## src/hw/game_cfg_pkg.sv

```systemverilog
package game_cfg_pkg;

   ////////////////////////////////////////
   // frame rate
   ////////////////////////////////////////

   localparam int refresh_default = 830000; // clocks per frame tick minus one, 100 MHz board

   ////////////////////////////////////////
   // field geometry
   ////////////////////////////////////////

   localparam int field_bottom = 479;       // last visible row

   // goalkeeper rods, both the same size
   localparam int rod_len       = 100;      // vertical length
   localparam int rod_thick     = 10;       // horizontal thickness
   localparam int rod_step      = 10;       // pixels moved per tick
   localparam int rod_start_top = 260;
   localparam int left_rod_x    = 5;        // left edge of the left rod
   localparam int right_rod_x   = 625;      // left edge of the right rod

   // ball
   localparam int ball_start  = 300;        // centre spot, same for x and y
   localparam int ball_radius = 8;
   localparam int ball_speed  = 3;          // bounce velocity magnitude
   localparam int serve_h     = 4;          // serve velocity, x part
   localparam int serve_v     = 3;          // serve velocity, y part

   // goal mouth rows and the gap in the side walls
   localparam int goal_low      = 140;
   localparam int goal_high     = 340;
   localparam int wall_gap_low  = 200;
   localparam int wall_gap_high = 280;

   // rows where the ball turns back vertically
   localparam int top_bounce    = 20;
   localparam int bottom_bounce = 460;

   ////////////////////////////////////////
   // colours, bgr order
   ////////////////////////////////////////

   localparam logic [2:0] col_field     = 3'b010; // green
   localparam logic [2:0] col_frame     = 3'b111; // white
   localparam logic [2:0] col_left_rod  = 3'b001; // red
   localparam logic [2:0] col_right_rod = 3'b100; // blue
   localparam logic [2:0] col_ball      = 3'b111; // white
   localparam logic [2:0] col_blank     = 3'b000;

endpackage

```

## src/hw/game_types_pkg.sv

```systemverilog
package game_types_pkg;

   ////////////////////////////////////////
   // scalar types
   ////////////////////////////////////////

   // signed so the ball may run a little past the screen edge
   typedef logic signed [10:0] coord_t;

   typedef logic signed [3:0] vel_t;        // pixels per tick, either sign

   typedef logic [2:0] rgb_t;               // one bit per gun

   ////////////////////////////////////////
   // grouped signals
   ////////////////////////////////////////

   // push button levels of one rod
   typedef struct packed {
      logic up;
      logic down;
   } rod_btn_t;

   // pixel cursor from the vga timing block
   typedef struct packed {
      logic [9:0] x;                        // column 0..639
      logic [8:0] y;                        // row 0..479
      logic       video_on;                 // inside the visible area
   } pixel_t;

   // ball centre
   typedef struct packed {
      coord_t x;
      coord_t y;
   } ball_t;

endpackage

```

## src/hw/ball_mover.sv

```systemverilog
`timescale 1ns/1ps

module ball_mover (
   input  logic                   clk,
   input  logic                   reset,
   input  logic                   frame_tick,
   input  logic                   serve,        // throw level
   input  logic                   serve_left,   // throw toward player 1
   input  game_types_pkg::coord_t left_top,
   input  game_types_pkg::coord_t right_top,
   output game_types_pkg::ball_t  ball,
   output logic                   goal_right_mouth,
   output logic                   goal_left_mouth
);

   import game_cfg_pkg::*;
   import game_types_pkg::*;

   // x windows where a rod face catches the ball
   localparam int right_hit_lo = right_rod_x - 3;
   localparam int right_hit_hi = right_rod_x + 5;
   localparam int left_hit_lo  = left_rod_x + 7;
   localparam int left_hit_hi  = left_rod_x + 12;

   localparam int wall_right = 630;       // side wall columns
   localparam int wall_left  = 3;
   localparam int goal_right = 637;       // ball past these is in a goal
   localparam int goal_left  = 3;

   vel_t  vel_h, vel_v;                   // current velocity
   vel_t  vel_h_next, vel_v_next;
   ball_t ball_next;

   logic hit_right, hit_left;
   logic off_gap;                         // row lies on a solid side wall
   logic in_mouth;                        // row lies inside a goal mouth

   ////////////////////////////////////////
   // position tests
   ////////////////////////////////////////

   assign hit_right = (ball.y >= right_top) && (ball.y <= right_top + rod_len)
                      && (ball.x >= right_hit_lo) && (ball.x <= right_hit_hi);
   assign hit_left  = (ball.y >= left_top) && (ball.y <= left_top + rod_len)
                      && (ball.x >= left_hit_lo) && (ball.x <= left_hit_hi);

   assign off_gap  = (ball.y < wall_gap_low) || (ball.y > wall_gap_high);
   assign in_mouth = (ball.y >= goal_low) && (ball.y <= goal_high);

   // strobes only in a tick cycle
   assign goal_right_mouth = frame_tick && in_mouth && (ball.x >= goal_right);
   assign goal_left_mouth  = frame_tick && in_mouth && (ball.x <= goal_left);

   ////////////////////////////////////////
   // next state
   ////////////////////////////////////////

   always_comb
   begin
      ball_next  = ball;
      vel_h_next = vel_h;
      vel_v_next = vel_v;
      if (frame_tick)
      begin
         // rod faces, right rod first
         if (hit_right)
            vel_h_next = vel_t'(-ball_speed);
         else if (hit_left)
            vel_h_next = vel_t'(ball_speed);

         // walls override the rods
         if (ball.y < top_bounce)
            vel_v_next = vel_t'(ball_speed);
         else if (ball.y > bottom_bounce)
            vel_v_next = vel_t'(-ball_speed);
         else if ((ball.x >= wall_right) && off_gap)
            vel_h_next = vel_t'(-ball_speed);
         else if ((ball.x <= wall_left) && off_gap)
            vel_h_next = vel_t'(ball_speed);

         ball_next.x = ball.x + coord_t'(vel_h);   // move with the old velocity
         ball_next.y = ball.y + coord_t'(vel_v);

         if (goal_right_mouth || goal_left_mouth)
         begin
            ball_next.x = coord_t'(ball_start);    // back to the centre spot
            ball_next.y = coord_t'(ball_start);
            vel_h_next  = '0;                      // and wait for a serve
            vel_v_next  = '0;
         end
      end
      if (serve)                          // throw beats anything from the tick
      begin
         vel_h_next = serve_left ? vel_t'(-serve_h) : vel_t'(serve_h);
         vel_v_next = serve_left ? vel_t'(-serve_v) : vel_t'(serve_v);
      end
   end

   always_ff @(posedge clk or posedge reset)
   begin
      if (reset)
      begin
         ball.x <= coord_t'(ball_start);
         ball.y <= coord_t'(ball_start);
         vel_h  <= '0;
         vel_v  <= '0;
      end
      else
      begin
         ball  <= ball_next;
         vel_h <= vel_h_next;
         vel_v <= vel_v_next;
      end
   end

endmodule

```

## src/hw/foosball_top.sv

```systemverilog
`timescale 1ns/1ps

module foosball_top #(
   parameter int refresh_period = game_cfg_pkg::refresh_default
) (
   input  logic                     clk,
   input  logic                     reset,
   input  logic                     stop_ball,
   input  game_types_pkg::rod_btn_t left_btn,
   input  game_types_pkg::rod_btn_t right_btn,
   input  game_types_pkg::pixel_t   pix,
   output game_types_pkg::rgb_t     rgb,
   output logic                     score1,
   output logic                     score2
);

   import game_types_pkg::*;

   logic   frame_tick;
   logic   serve, serve_left;
   logic   goal_right_mouth, goal_left_mouth;
   coord_t left_top, right_top;
   ball_t  ball;

   ////////////////////////////////////////
   // control
   ////////////////////////////////////////

   game_ctrl #(
      .refresh_period (refresh_period)
   ) u_ctrl (
      .clk              (clk),
      .reset            (reset),
      .stop_ball        (stop_ball),
      .goal_right_mouth (goal_right_mouth),
      .goal_left_mouth  (goal_left_mouth),
      .frame_tick       (frame_tick),
      .serve            (serve),
      .serve_left       (serve_left),
      .score1           (score1),
      .score2           (score2)
   );

   ////////////////////////////////////////
   // datapaths
   ////////////////////////////////////////

   rod_mover left_rod  (.clk(clk), .reset(reset), .frame_tick(frame_tick),
                        .btn(left_btn), .rod_top(left_top));

   rod_mover right_rod (.clk(clk), .reset(reset), .frame_tick(frame_tick),
                        .btn(right_btn), .rod_top(right_top));

   ball_mover u_ball (
      .clk              (clk),
      .reset            (reset),
      .frame_tick       (frame_tick),
      .serve            (serve),
      .serve_left       (serve_left),
      .left_top         (left_top),
      .right_top        (right_top),
      .ball             (ball),
      .goal_right_mouth (goal_right_mouth),
      .goal_left_mouth  (goal_left_mouth)
   );

   pixel_renderer u_render (
      .clk       (clk),
      .reset     (reset),
      .pix       (pix),
      .ball      (ball),
      .left_top  (left_top),
      .right_top (right_top),
      .rgb       (rgb)
   );

endmodule

```

## src/hw/game_ctrl.sv

```systemverilog
`timescale 1ns/1ps

module game_ctrl #(
   parameter int refresh_period = game_cfg_pkg::refresh_default
) (
   input  logic clk,
   input  logic reset,
   input  logic stop_ball,        // throw level from the board switch
   input  logic goal_right_mouth, // ball went into the right goal
   input  logic goal_left_mouth,  // ball went into the left goal
   output logic frame_tick,       // one clock strobe per frame
   output logic serve,
   output logic serve_left,       // direction of the next serve
   output logic score1,
   output logic score2
);

   // counter must hold refresh_period itself
   localparam int cnt_w = (refresh_period > 0) ? $clog2(refresh_period + 1) : 1;

   logic [cnt_w-1:0] cnt;

   ////////////////////////////////////////
   // frame tick
   ////////////////////////////////////////

   always_ff @(posedge clk or posedge reset)
   begin
      if (reset)
      begin
         cnt <= '0;
      end
      else if (cnt == cnt_w'(refresh_period))
      begin
         cnt <= '0;                       // wrap, next cycle ticks
      end
      else
      begin
         cnt <= cnt + 1'b1;
      end
   end

   assign frame_tick = (cnt == '0);       // first clock of every frame

   // the throw level goes straight to the ball
   assign serve = stop_ball;

   ////////////////////////////////////////
   // serve side and score pulses
   ////////////////////////////////////////

   always_ff @(posedge clk or posedge reset)
   begin
      if (reset)
      begin
         serve_left <= 1'b0;              // first serve heads right
         score1     <= 1'b0;
         score2     <= 1'b0;
      end
      else
      begin
         score1 <= goal_right_mouth;      // player 1 scores on the right goal
         score2 <= goal_left_mouth;
         if (goal_right_mouth)
            serve_left <= 1'b0;           // serve away from player 1
         else if (goal_left_mouth)
            serve_left <= 1'b1;           // player 2 scored, serve toward player 1
      end
   end

endmodule

```

## src/hw/pixel_renderer.sv

```systemverilog
`timescale 1ns/1ps

module pixel_renderer (
   input  logic                   clk,
   input  logic                   reset,
   input  game_types_pkg::pixel_t pix,
   input  game_types_pkg::ball_t  ball,
   input  game_types_pkg::coord_t left_top,
   input  game_types_pkg::coord_t right_top,
   output game_types_pkg::rgb_t   rgb
);

   import game_cfg_pkg::*;
   import game_types_pkg::*;

   localparam int frame_w     = 5;        // border thickness
   localparam int frame_low   = field_bottom - frame_w;   // 474
   localparam int frame_right = 639 - frame_w;            // 634

   coord_t px, py;                        // cursor as signed coordinates
   logic signed [12:0] dx, dy;            // wide enough for a ball off screen
   logic [25:0] dist2;

   logic on_frame, on_left, on_right, on_ball;
   logic [2:0] n_obj;                     // objects covering this pixel
   rgb_t rgb_next;

   assign px = coord_t'({1'b0, pix.x});
   assign py = coord_t'({2'b00, pix.y});

   ////////////////////////////////////////
   // object coverage
   ////////////////////////////////////////

   // top and bottom bars, side walls except the goal mouths
   assign on_frame = (py < frame_w) || (py > frame_low)
                     || ((py != 0) && ((py < goal_low) || (py > goal_high))
                         && ((px < frame_w) || (px > frame_right)));

   // rods, edges excluded
   assign on_left  = (py > left_top) && (py < left_top + rod_len)
                     && (px > left_rod_x) && (px < left_rod_x + rod_thick);
   assign on_right = (py > right_top) && (py < right_top + rod_len)
                     && (px > right_rod_x) && (px < right_rod_x + rod_thick);

   assign dx      = px - ball.x;
   assign dy      = py - ball.y;
   assign dist2   = dx * dx + dy * dy;
   assign on_ball = (dist2 <= ball_radius * ball_radius);   // round ball

   assign n_obj = 3'(on_frame) + 3'(on_left) + 3'(on_right) + 3'(on_ball);

   ////////////////////////////////////////
   // colour select
   ////////////////////////////////////////

   always_comb
   begin
      if (!pix.video_on)
         rgb_next = col_blank;            // blanking interval
      else if (n_obj == 3'd0)
         rgb_next = col_field;
      else if (n_obj != 3'd1)
         rgb_next = col_blank;            // overlap shows black
      else if (on_frame)
         rgb_next = col_frame;
      else if (on_left)
         rgb_next = col_left_rod;
      else if (on_right)
         rgb_next = col_right_rod;
      else
         rgb_next = col_ball;
   end

   always_ff @(posedge clk or posedge reset)
   begin
      if (reset)
         rgb <= col_blank;
      else
         rgb <= rgb_next;                 // one clock behind the cursor
   end

endmodule

```

## src/hw/rod_mover.sv

```systemverilog
`timescale 1ns/1ps

module rod_mover (
   input  logic                     clk,
   input  logic                     reset,
   input  logic                     frame_tick,
   input  game_types_pkg::rod_btn_t btn,
   output game_types_pkg::coord_t   rod_top
);

   import game_cfg_pkg::*;

   // lowest top that still lets the rod take one more step down
   localparam int down_limit = field_bottom - rod_step - rod_len;

   logic can_up;
   logic can_down;

   assign can_up   = btn.up && (rod_top > rod_step);
   assign can_down = btn.down && (rod_top < down_limit);

   always_ff @(posedge clk or posedge reset)
   begin
      if (reset)
      begin
         rod_top <= 11'(rod_start_top);
      end
      else if (frame_tick)
      begin
         if (can_up)                      // up wins when both are held
            rod_top <= rod_top - 11'(rod_step);
         else if (can_down)
            rod_top <= rod_top + 11'(rod_step);
         // otherwise hold
      end
   end

endmodule

```

## config.mk

```make
export PLATFORM = sky130hd
export DESIGN_NAME = foosball_top
export DESIGN_NICKNAME = d
export VERILOG_FILES = /design/src/hw/game_cfg_pkg.sv /design/src/hw/game_types_pkg.sv /design/src/hw/ball_mover.sv /design/src/hw/foosball_top.sv /design/src/hw/game_ctrl.sv /design/src/hw/pixel_renderer.sv /design/src/hw/rod_mover.sv
export SDC_FILE = /design/constraint.sdc
export NUM_CORES = 1
export LEC_CHECK = 0
export ABC_AREA = 1
export BUFFER_PORTS_ARGS = -buffer_cell sky130_fd_sc_hd__buf_2
export CAP_MARGIN = 20
export CORE_ASPECT_RATIO = 1.25
export CORE_MARGIN = 1
export CORE_UTILIZATION = 60
export CTS_CLUSTER_SIZE = 30
export DETAILED_ROUTE_END_ITERATION = 10
export PLACE_DENSITY = 0.76
export SKIP_CTS_REPAIR_TIMING = 1
export SLEW_MARGIN = 20
export SYNTH_ARGS = -nofsm -noshare
export SYNTH_HDL_FRONTEND = slang
export SYNTH_SLANG_ARGS = --single-unit
```

## constraint.sdc

```tcl
create_clock -name clk -period 11.2 [get_ports clk]
set_clock_uncertainty 0.1 [all_clocks]
set_input_delay 0.56 -clock clk [delete_from_list [all_inputs] [get_ports clk]]
set_output_delay 0.56 -clock clk [all_outputs]
set_load 0.005 [all_outputs]
```

==> run summary, run 1 <==
The flow ran to the end, but the final reports show violations. The checks that failed: DRC. Yosys printed 0 warnings. Standard-cell row count: 74. In this run the critical register-to-register path is launched from u_ball.ball[3]$_DFFE_PP1P_. Type of the most critical hold path: in -> async. In the post-synthesis netlist, the biggest area contributors are sky130_fd_sc_hd__fa_1 (25%), sky130_fd_sc_hd__ha_1 (16%), sky130_fd_sc_hd__inv_1 (12%), sky130_fd_sc_hd__nand2_1 (9.9%), sky130_fd_sc_hd__dfrtp_1 (7.9%).

In this run, synthesis inferred 0 flip-flops with an integrated enable. After global routing, the most crowded layer is met2. The count of buffers inserted at the top-level ports was 31.

Category of the critical setup timing path: reg -> reg. The deepest level of the CTS H-tree was 3. In the global route stage, overall resource usage came out at 32.10%. The mean routed wirelength per cell was 16.30 um; the overall die area was 34,070 um2. TritonCTS built the clock tree.

The post-route netlist has 5.288% of its cells at a drive strength greater than 1. The number of antenna diodes in the final layout is 0. After detailed routing, the number of remaining DRC violations is 2. The vertical extent of the die came out at 206.1 um. The dominant register cell in the synthesized netlist is sky130_fd_sc_hd__dfrtp_1. Cell accounting for the most synthesized area: sky130_fd_sc_hd__fa_1. The share of the cycle needed by the critical path after routing works out to 89.77%.

Routability congestion estimate: 0.9935. The first global-routing pass estimated 85,940 um of wire. The number of fillers in the final layout was 3,003; the average footprint of a synthesized cell was 7.332 um2. Entering global routing, the biggest net connects 76 pins. For the pin with the worst max-slew slack, the measured transition is 0.6833 ns. The number of max-cap violations is 0. Setup repair after global routing left no endpoint under its margin. The routing usage on met3 came out at 3.672%. The core region is 32,780 um2. The number of flip-flops and latches in the synthesized netlist was 75; the max-slew violation total from the final report was 0. The run gives 18,358 as the number of global-route vias before repair.

Setup violations remaining at the end of the flow were counted as 0. The tools report the relative slew slack as 54.45%. The area growth from synthesis to layout is 4.592%.

The worst setup path is captured at a flop. The routing usage on met1 is 35.57%. For the maximum buffer depth of the clock tree, the log shows 2.

For the worst setup path, the data required time is 11.40 ns. For this run, the detailed router's first-pass iteration total came to 8. The total overflow left after global routing is 0.

The slowest library cell on the worst path is sky130_fd_sc_hd__dfstp_2. For the worst setup path, the data arrival time is 10.25 ns. For this run, the post-layout net count is 3,285.

For the combined area of all synthesized cells, the log shows 20,000 um2. Tracing the worst setup path back leads to its startpoint at u_ball.ball[3]$_DFFE_PP1P_. Buffers inserted during clock tree synthesis total 9. The tools report the gate count of the mapped netlist as 2,728. In this run, the number of DRC markers left after iteration 0 of detailed routing was 1,022. The total count of hold-check failures in the final report is 0. CTS placed an instance of sky130_fd_sc_hd__clkbuf_16 at the clock tree root. After detailed routing, the total wire length is 51,810 um. The biggest cell delay along the critical path was 0.66 ns; the area fraction of the dominant cell type after synthesis was 25.22%. The post-CTS clock slew at the launch and capture registers of the worst setup and hold paths was 0.07 ns; the post-detailed-route via-to-cell ratio was 5.561.

For this run, the register share of the synthesized area comes to 9.459%. Timing would allow up to 0.09946 GHz. STA classifies the critical path startpoint as a flop.

The number of antenna violations at the first check in global routing is 1, and the minimum clock period after layout is 10.05 ns. The top fanout value on the critical path works out to 9. The initial utilization of the core area, before any placement, comes to 61.02%. Counting every net in the synthesized netlist gives 3,257.

Summing over every cut layer, the via total after detailed routing is 17,679. The number of distinct library cells after synthesis was 55; the width of the die was 165.3 um. After routing, the total negative slack on setup checks comes to 0 ns. The logs give 32 for the I/O pin total and 75 for the count of clock tree sinks. The fraction of synthesis flops using an asynchronous set or reset pin is 100.0%, and the half-perimeter wire length after placement is 44,450 um. For the insertion delay to the later sink of the worst-skew pair, the log shows 0.36 ns.

The logs give 0 for the post-detailed-route count of antenna-violating nets and 59.26% for the global routing usage on met2.
cells by family after synthesis:
kind of cell               synth area share, %
DFF                                      9.459
xor gates and xnor gates                 5.324
adders and majority gates                40.86
and+or+nand+nor                          22.60
AOI/OAI and AO/OA                        8.858
buffers and inverters                    12.90
cell usage after synthesis (8+ instances only):
| master | count |
|---|---|
| sky130_fd_sc_hd__nand3_1 | 113 |
| sky130_fd_sc_hd__o21a_1 | 8 |
| sky130_fd_sc_hd__nand4_1 | 47 |
| sky130_fd_sc_hd__dfrtp_1 | 63 |
| sky130_fd_sc_hd__xnor2_1 | 31 |
| sky130_fd_sc_hd__nor4_1 | 12 |
| sky130_fd_sc_hd__o22ai_1 | 12 |
| sky130_fd_sc_hd__dfstp_2 | 12 |
| sky130_fd_sc_hd__nor3_1 | 31 |
| sky130_fd_sc_hd__inv_1 | 630 |
| sky130_fd_sc_hd__inv_2 | 23 |
| sky130_fd_sc_hd__xor2_1 | 85 |
| sky130_fd_sc_hd__or2_2 | 8 |
| sky130_fd_sc_hd__nand3b_1 | 8 |
| sky130_fd_sc_hd__nand2_2 | 12 |
| sky130_fd_sc_hd__nor2_1 | 254 |
| sky130_fd_sc_hd__o21ai_0 | 76 |
| sky130_fd_sc_hd__o211ai_1 | 8 |
| sky130_fd_sc_hd__o2111ai_1 | 8 |
| sky130_fd_sc_hd__a21oi_1 | 154 |
| sky130_fd_sc_hd__ha_1 | 250 |
| sky130_fd_sc_hd__nand2_1 | 525 |
| sky130_fd_sc_hd__fa_1 | 252 |
| sky130_fd_sc_hd__clkbuf_1 | 8 |
cell usage in the layout, fill, tap and decap left out, types with 9 or more instances in the layout:
master / count
sky130_fd_sc_hd__dfstp_2: 12
sky130_fd_sc_hd__xnor2_1: 31
sky130_fd_sc_hd__fa_1: 252
sky130_fd_sc_hd__a21oi_1: 154
sky130_fd_sc_hd__o22ai_1: 12
sky130_fd_sc_hd__inv_1: 629
sky130_fd_sc_hd__buf_2: 31
sky130_fd_sc_hd__ha_1: 250
sky130_fd_sc_hd__xor2_1: 85
sky130_fd_sc_hd__nor2_1: 254
sky130_fd_sc_hd__nor3_1: 31
sky130_fd_sc_hd__o21ai_0: 76
sky130_fd_sc_hd__nand4_1: 47
sky130_fd_sc_hd__clkbuf_16: 9
sky130_fd_sc_hd__nand2_1: 525
sky130_fd_sc_hd__inv_2: 23
sky130_fd_sc_hd__nand2_2: 12
sky130_fd_sc_hd__nand3_1: 113
sky130_fd_sc_hd__dfrtp_1: 63
sky130_fd_sc_hd__nor4_1: 12
metal layers:
metal | vias to the layer above | wire length (um)
li1 | 8544 | -
met1 | 8457 | 19830
met2 | 521 | 26820
met3 | 157 | 2295
met4 | 0 | 2852
met5 | - | 0
area by class of cell:
cell class	instances	area [um2]	area share, %
Timing Repair Buffer	38	227.7	1.089
Sequential cell	75	1892	9.044
Clock buffer	10	239.0	1.142
Tap cell	418	523.0	2.500
Multi-Input combinational cell	1977	15530	74.23
Inverter	655	2460	11.76
Clock inverter	6	48.80	0.2333
through the flow:
stage | setup WS [ns] | hold WS [ns] | instance area (um2) | std cells | util (%)
global placement | 1.231 | 0.3739 | 20600 | 3162 | 62.86
global route | 0.4332 | 0.1641 | 20920 | 3179 | 63.82
floorplan | 2.112 | 0.3530 | 20000 | 2728 | -
CTS | 1.218 | 0.3319 | 20890 | 3178 | 63.74
detailed placement | 1.162 | 0.3872 | 20600 | 3162 | 62.86
finish | 1.145 | 0.1335 | 20920 | 3179 | 63.82
final timing paths:
path | cells after the start | endpoint | slack [ns]
max in group asynchronous | 4 | u_ball.ball[13]$_DFFE_PP1P_ | 10.23
max | 45 | u_render.rgb[0]$_DFF_PP0_ | 1.15
max reg2reg | 45 | u_render.rgb[0]$_DFF_PP0_ | 1.15
min | 3 | right_rod.rod_top[1]$_DFFE_PP0P_ | 0.13
min reg2reg | 1 | u_ctrl.cnt[0]$_DFF_PP0_ | 0.40
min in group clk | 3 | u_render.rgb[1]$_DFF_PP0_ | 0.34
flip-flops by register name, indices dropped and copies added (netlist names):
| signal | count |
|---|---|
| u_ctrl.score1 | 1 |
| left_rod.rod_top | 10 |
| u_ball.vel_v | 3 |
| u_render.rgb | 3 |
| u_ctrl.score2 | 1 |
| u_ball.ball | 22 |
| u_ctrl.cnt | 20 |
| u_ball.vel_h | 4 |
| right_rod.rod_top | 10 |
| u_ctrl.serve_left | 1 |
critical path: cells and delay by family, from the launching register on:
| kind | cells | cell delay [ns] |
|---|---|---|
| XOR/XNOR | 2 | 0.45 |
| AO/OA/AOI/OAI | 3 | 0.56 |
| adder cells (fa/ha/maj) | 10 | 4.48 |
| flip-flops | 1 | 0.66 |
| buffers and inverters | 7 | 0.77 |
| AND/OR/NAND/NOR | 23 | 2.96 |
Power of run 1 is left out: the tool's default activity adds up to more than one toggle a clock period on the data nets, which glitch-free logic cannot reach.
==> inputs of run 2 (changes only) <==
--- a/config.mk
+++ b/config.mk
@@ -10,12 +10,14 @@
 export CAP_MARGIN = 20
 export CORE_ASPECT_RATIO = 1.25
 export CORE_MARGIN = 1
-export CORE_UTILIZATION = 60
+export CORE_UTILIZATION = 30
 export CTS_CLUSTER_SIZE = 30
 export DETAILED_ROUTE_END_ITERATION = 10
-export PLACE_DENSITY = 0.76
+export GPL_TIMING_DRIVEN = 0
+export PLACE_DENSITY = 0.43
 export SKIP_CTS_REPAIR_TIMING = 1
 export SLEW_MARGIN = 20
 export SYNTH_ARGS = -nofsm -noshare
 export SYNTH_HDL_FRONTEND = slang
+export SYNTH_HIERARCHICAL = 1
 export SYNTH_SLANG_ARGS = --single-unit
==> run summary, run 2 <==
The number of remaining DRC errors came out at 0 (was 2). The fraction of synthesis flops using an asynchronous set or reset pin was 100.0% (unchanged). The overflow left after global routing is 0 (unchanged). The cell accounting for the most synthesized area is sky130_fd_sc_hd__fa_1 (unchanged). The pin count of the biggest net entering global routing was 30 (was 76); the count of buffers inserted at the top-level ports was 30 (was 31). The run gives 6 (was 0) as the number of warning messages in the yosys log.

Beginning of the worst register-to-register path: u_ball/ball[6]$_DFFE_PP0P_ (was u_ball.ball[3]$_DFFE_PP1P_). Total routed wirelength: 55,920 um (was 51,810 um). The logs give 0 (unchanged) for the number of failing setup endpoints in the final timing report and 0 (was 1) for the number of antenna violations at the first check in global routing.

The share of cells above drive strength 1 works out to 6.389% (was 5.288%). Register name with the most flops: u_ball/ball (was u_ball.ball). The tools report the relative slew slack as 41.79% (was 54.45%). Registers with the most flip-flops: u_ball/ball: 22 flops, u_ctrl/cnt: 20 flops (was u_ball.ball: 22 flops, u_ctrl.cnt: 20 flops). The count of clock tree sinks came out at 75 (unchanged). The run gives 0 (unchanged) as the number of max-cap violations.

The sort of element at the start of the critical path was a flop (unchanged). The endpoint type of the worst setup path is a flop (unchanged). The number of buffer and inverter instances along the worst setup path is 8 (was 7). The tools report the number of antenna repair diodes as 0 (unchanged).

Most frequently used cell type in the post-synthesis netlist: sky130_fd_sc_hd__inv_1 (unchanged). Overall die area: 71,060 um2 (was 34,070 um2). The run gives 10.56 ns (was 10.25 ns) as the data arrival time of the critical path. The tools report the number of detailed-route iterations in the first pass as 7 (was 8).

The flow ran to the end, and the final reports show no timing, DRC or antenna violations. The tools report the synthesized net count as 3,443 (was 3,257). Leading post-synthesis cells by cell area: sky130_fd_sc_hd__fa_1 (24%), sky130_fd_sc_hd__ha_1 (15%), sky130_fd_sc_hd__inv_1 (12%), sky130_fd_sc_hd__nand2_1 (11%), sky130_fd_sc_hd__dfrtp_1 (7.5%) (was sky130_fd_sc_hd__fa_1 (25%), sky130_fd_sc_hd__ha_1 (16%), sky130_fd_sc_hd__inv_1 (12%), sky130_fd_sc_hd__nand2_1 (9.9%), sky130_fd_sc_hd__dfrtp_1 (7.9%)). TritonCTS built the clock tree. The number of distinct library cells after synthesis is 64 (was 55), and the required time reported for the critical path endpoint is 11.38 ns (was 11.40 ns). The logs give 9.010% (was 9.459%) for the portion of the post-synthesis area used by sequential elements and 0 (unchanged) for the max-slew violation total from the final report. Top library cells by usage in the layout, fill and taps aside: sky130_fd_sc_hd__inv_1 (664), sky130_fd_sc_hd__nand2_1 (617), sky130_fd_sc_hd__nor2_1 (286), sky130_fd_sc_hd__ha_1 (252), sky130_fd_sc_hd__fa_1 (252) (was sky130_fd_sc_hd__inv_1 (629), sky130_fd_sc_hd__nand2_1 (525), sky130_fd_sc_hd__nor2_1 (254), sky130_fd_sc_hd__fa_1 (252), sky130_fd_sc_hd__ha_1 (250)). The area overhead of the layout relative to synthesis was 7.824% (was 4.592%); the violation count after the first detailed-routing iteration was 678 (was 1,022).

The run gives 9 (unchanged) as the number of buffers created by CTS. Post-detailed-route count of antenna-violating nets: 0 (unchanged). The mean routed wirelength per cell came out at 14.37 um (was 16.30 um). The kind of cell adding the most delay to the critical path is adder cells (unchanged). For the standard cell core area, the log shows 69,320 um2 (was 32,780 um2).

The most common cell after layout, fill and taps aside was sky130_fd_sc_hd__inv_1 (unchanged). The gate count of the mapped netlist was 2,912 (was 2,728). The number of vias in the routed layout was 17,947 (was 17,679); the I/O pin total was 32 (unchanged). The post-CTS clock slew at the launch and capture registers of the worst setup and hold paths is 0.07 ns (about the same), and the width of the die is 238.6 um (was 165.3 um). Area fraction of the dominant cell type after synthesis: 24.03% (was 25.22%). The biggest cell delay along the critical path works out to 0.71 ns (was 0.66 ns).

The half-perimeter wire length after placement was 48,290 um (was 44,450 um); the standard-cell row count was 108 (was 74). The category of the critical setup timing path is reg -> reg (unchanged). The dominant register cell in the synthesized netlist was sky130_fd_sc_hd__dfrtp_1 (unchanged). The global-route wire length before repair is 92,890 um (was 85,940 um), and the share of the cycle needed by the critical path after routing is 92.64% (was 89.77%).

The top fanout value on the critical path came out at 10 (was 9). The slowest library cell on the worst path was sky130_fd_sc_hd__dfrtp_1 (was sky130_fd_sc_hd__dfstp_2). The achievable clock frequency is 0.09638 GHz (was 0.09946 GHz), and the global-route total usage across every layer is 16.23% (was 32.10%). Net total in the final layout: 3,484 (was 3,285). The beginning of the critical path was u_ball/ball[6]$_DFFE_PP0P_ (was u_ball.ball[3]$_DFFE_PP1P_). Routability congestion estimate: 0.8662 (was 0.9935). The tools report the combined area of all synthesized cells as 21,000 um2 (was 20,000 um2). The cell with the most instances on the worst path is sky130_fd_sc_hd__inv_1. The transition at the pin with the smallest max-transition slack is 0.8721 ns (was 0.6833 ns), and the post-detailed-route via-to-cell ratio is 4.610 (was 5.561).

The number of enable flip-flop cells after synthesis works out to 0 (unchanged). The number of global-route vias before repair is 18,688 (was 18,358). The deepest level of the CTS H-tree is 3 (unchanged), and the maximum buffer depth of the clock tree is 2 (unchanged). The accumulated negative setup slack is 0 ns (unchanged), and the average footprint of a synthesized cell is 7.211 um2 (was 7.332 um2). Vertical extent of the die: 297.8 um (was 206.1 um).

Number of flip-flops in the largest register: 22 (unchanged). Setup repair after global routing left no endpoint under its margin. The number of flip-flops and latches in the synthesized netlist works out to 75 (unchanged). Cell types with the highest counts after synthesis: sky130_fd_sc_hd__inv_1 (665), sky130_fd_sc_hd__nand2_1 (617), sky130_fd_sc_hd__nor2_1 (287), sky130_fd_sc_hd__fa_1 (252), sky130_fd_sc_hd__ha_1 (252) (was sky130_fd_sc_hd__inv_1 (630), sky130_fd_sc_hd__nand2_1 (525), sky130_fd_sc_hd__nor2_1 (254), sky130_fd_sc_hd__fa_1 (252), sky130_fd_sc_hd__ha_1 (250)). Buffer cell driving the clock tree root: sky130_fd_sc_hd__clkbuf_16 (unchanged). The starting utilization of the core area is 30.29% (was 61.02%), and the total count of hold-check failures in the final report is 0 (unchanged). The minimum clock period after layout is 10.38 ns (was 10.05 ns). The tools report the insertion delay to the later sink of the worst-skew pair as 0.36 ns (about the same).

The type of the most critical hold path was in -> async (unchanged).
## run 2: cell types whose count changed after synthesis, moves of 13 or more
cell                      before  now
sky130_fd_sc_hd__a21oi_1     154  129
sky130_fd_sc_hd__inv_1       630  665
sky130_fd_sc_hd__nand2_1     525  617
sky130_fd_sc_hd__nand3_1     113  126
sky130_fd_sc_hd__nor2_1      254  287
sky130_fd_sc_hd__nor2_2        7   20
## run 2: stage by stage
step	setup slack, ns	hold slack (ns)	instances	instance area, um2	util (%)
floorplan	2.406	0.2136	2912	21000	-
detailed placement	0.7086	0.3902	3877	22320	32.20
CTS	0.7685	0.06904	3893	22640	32.66
finish	0.8240	0.07859	3893	22640	32.66
global route	0.06447	0.08129	3893	22640	32.66
global placement	0.6517	0.3892	3877	22320	32.19
## run 2: worst paths after layout
kind / depth (start not counted) / slack [ns] / end
worst max-delay path: 45 / 0.82 / u_render/rgb[0]$_DFF_PP0_
worst min-delay path: 2 / 0.08 / u_render/rgb[1]$_DFF_PP0_
worst max register to register: 45 / 0.82 / u_render/rgb[0]$_DFF_PP0_
worst min register to register: 2 / 0.39 / u_ctrl/serve_left$_DFFE_PP0P_
max in group asynchronous: 2 / 10.06 / u_ctrl/score1$_DFF_PP0_
min in group clk: 3 / 0.36 / u_ball/vel_h[2]$_DFFE_PP0P_
## run 2: area by class of cell
class,count,area (um2)
fill,7492,46680
multi-input combinational,2123,16290
inverter,686,2592
sequential,75,1892
tap,935,1170
buffer,28,230.2
clock buffer,9,225.2
timing repair buffer,30,150.1
clock inverter,7,95.09
## run 2: cell families (layout without fill, tap and decap cells)
kind of cell,count (synthesis),count (layout),synth area share (%)
buffers and inverters,714,760,13.44
XOR/XNOR,135,135,5.828
AO/OA/AOI/OAI,297,297,8.664
AND/OR/NAND/NOR,1185,1185,23.98
other,2,2,0.03577
flip-flops,75,75,9.010
adder cells (fa/ha/maj),504,504,39.04
## run 2: metal layers
| layer | wire length [um] | vias up | track usage (%) | part of all wire, % |
|---|---|---|---|---|
| li1 | - | 9035 | - | - |
| met1 | 23540 | 8587 | 19.02 | 42 |
| met2 | 29810 | 262 | 31.33 | 53 |
| met3 | 1164 | 63 | 0.8895 | 2.1 |
| met4 | 1412 | 0 | 4.457 | 2.5 |
| met5 | 0 | - | 0 | 0 |
Power of run 2 is left out for the same reason.
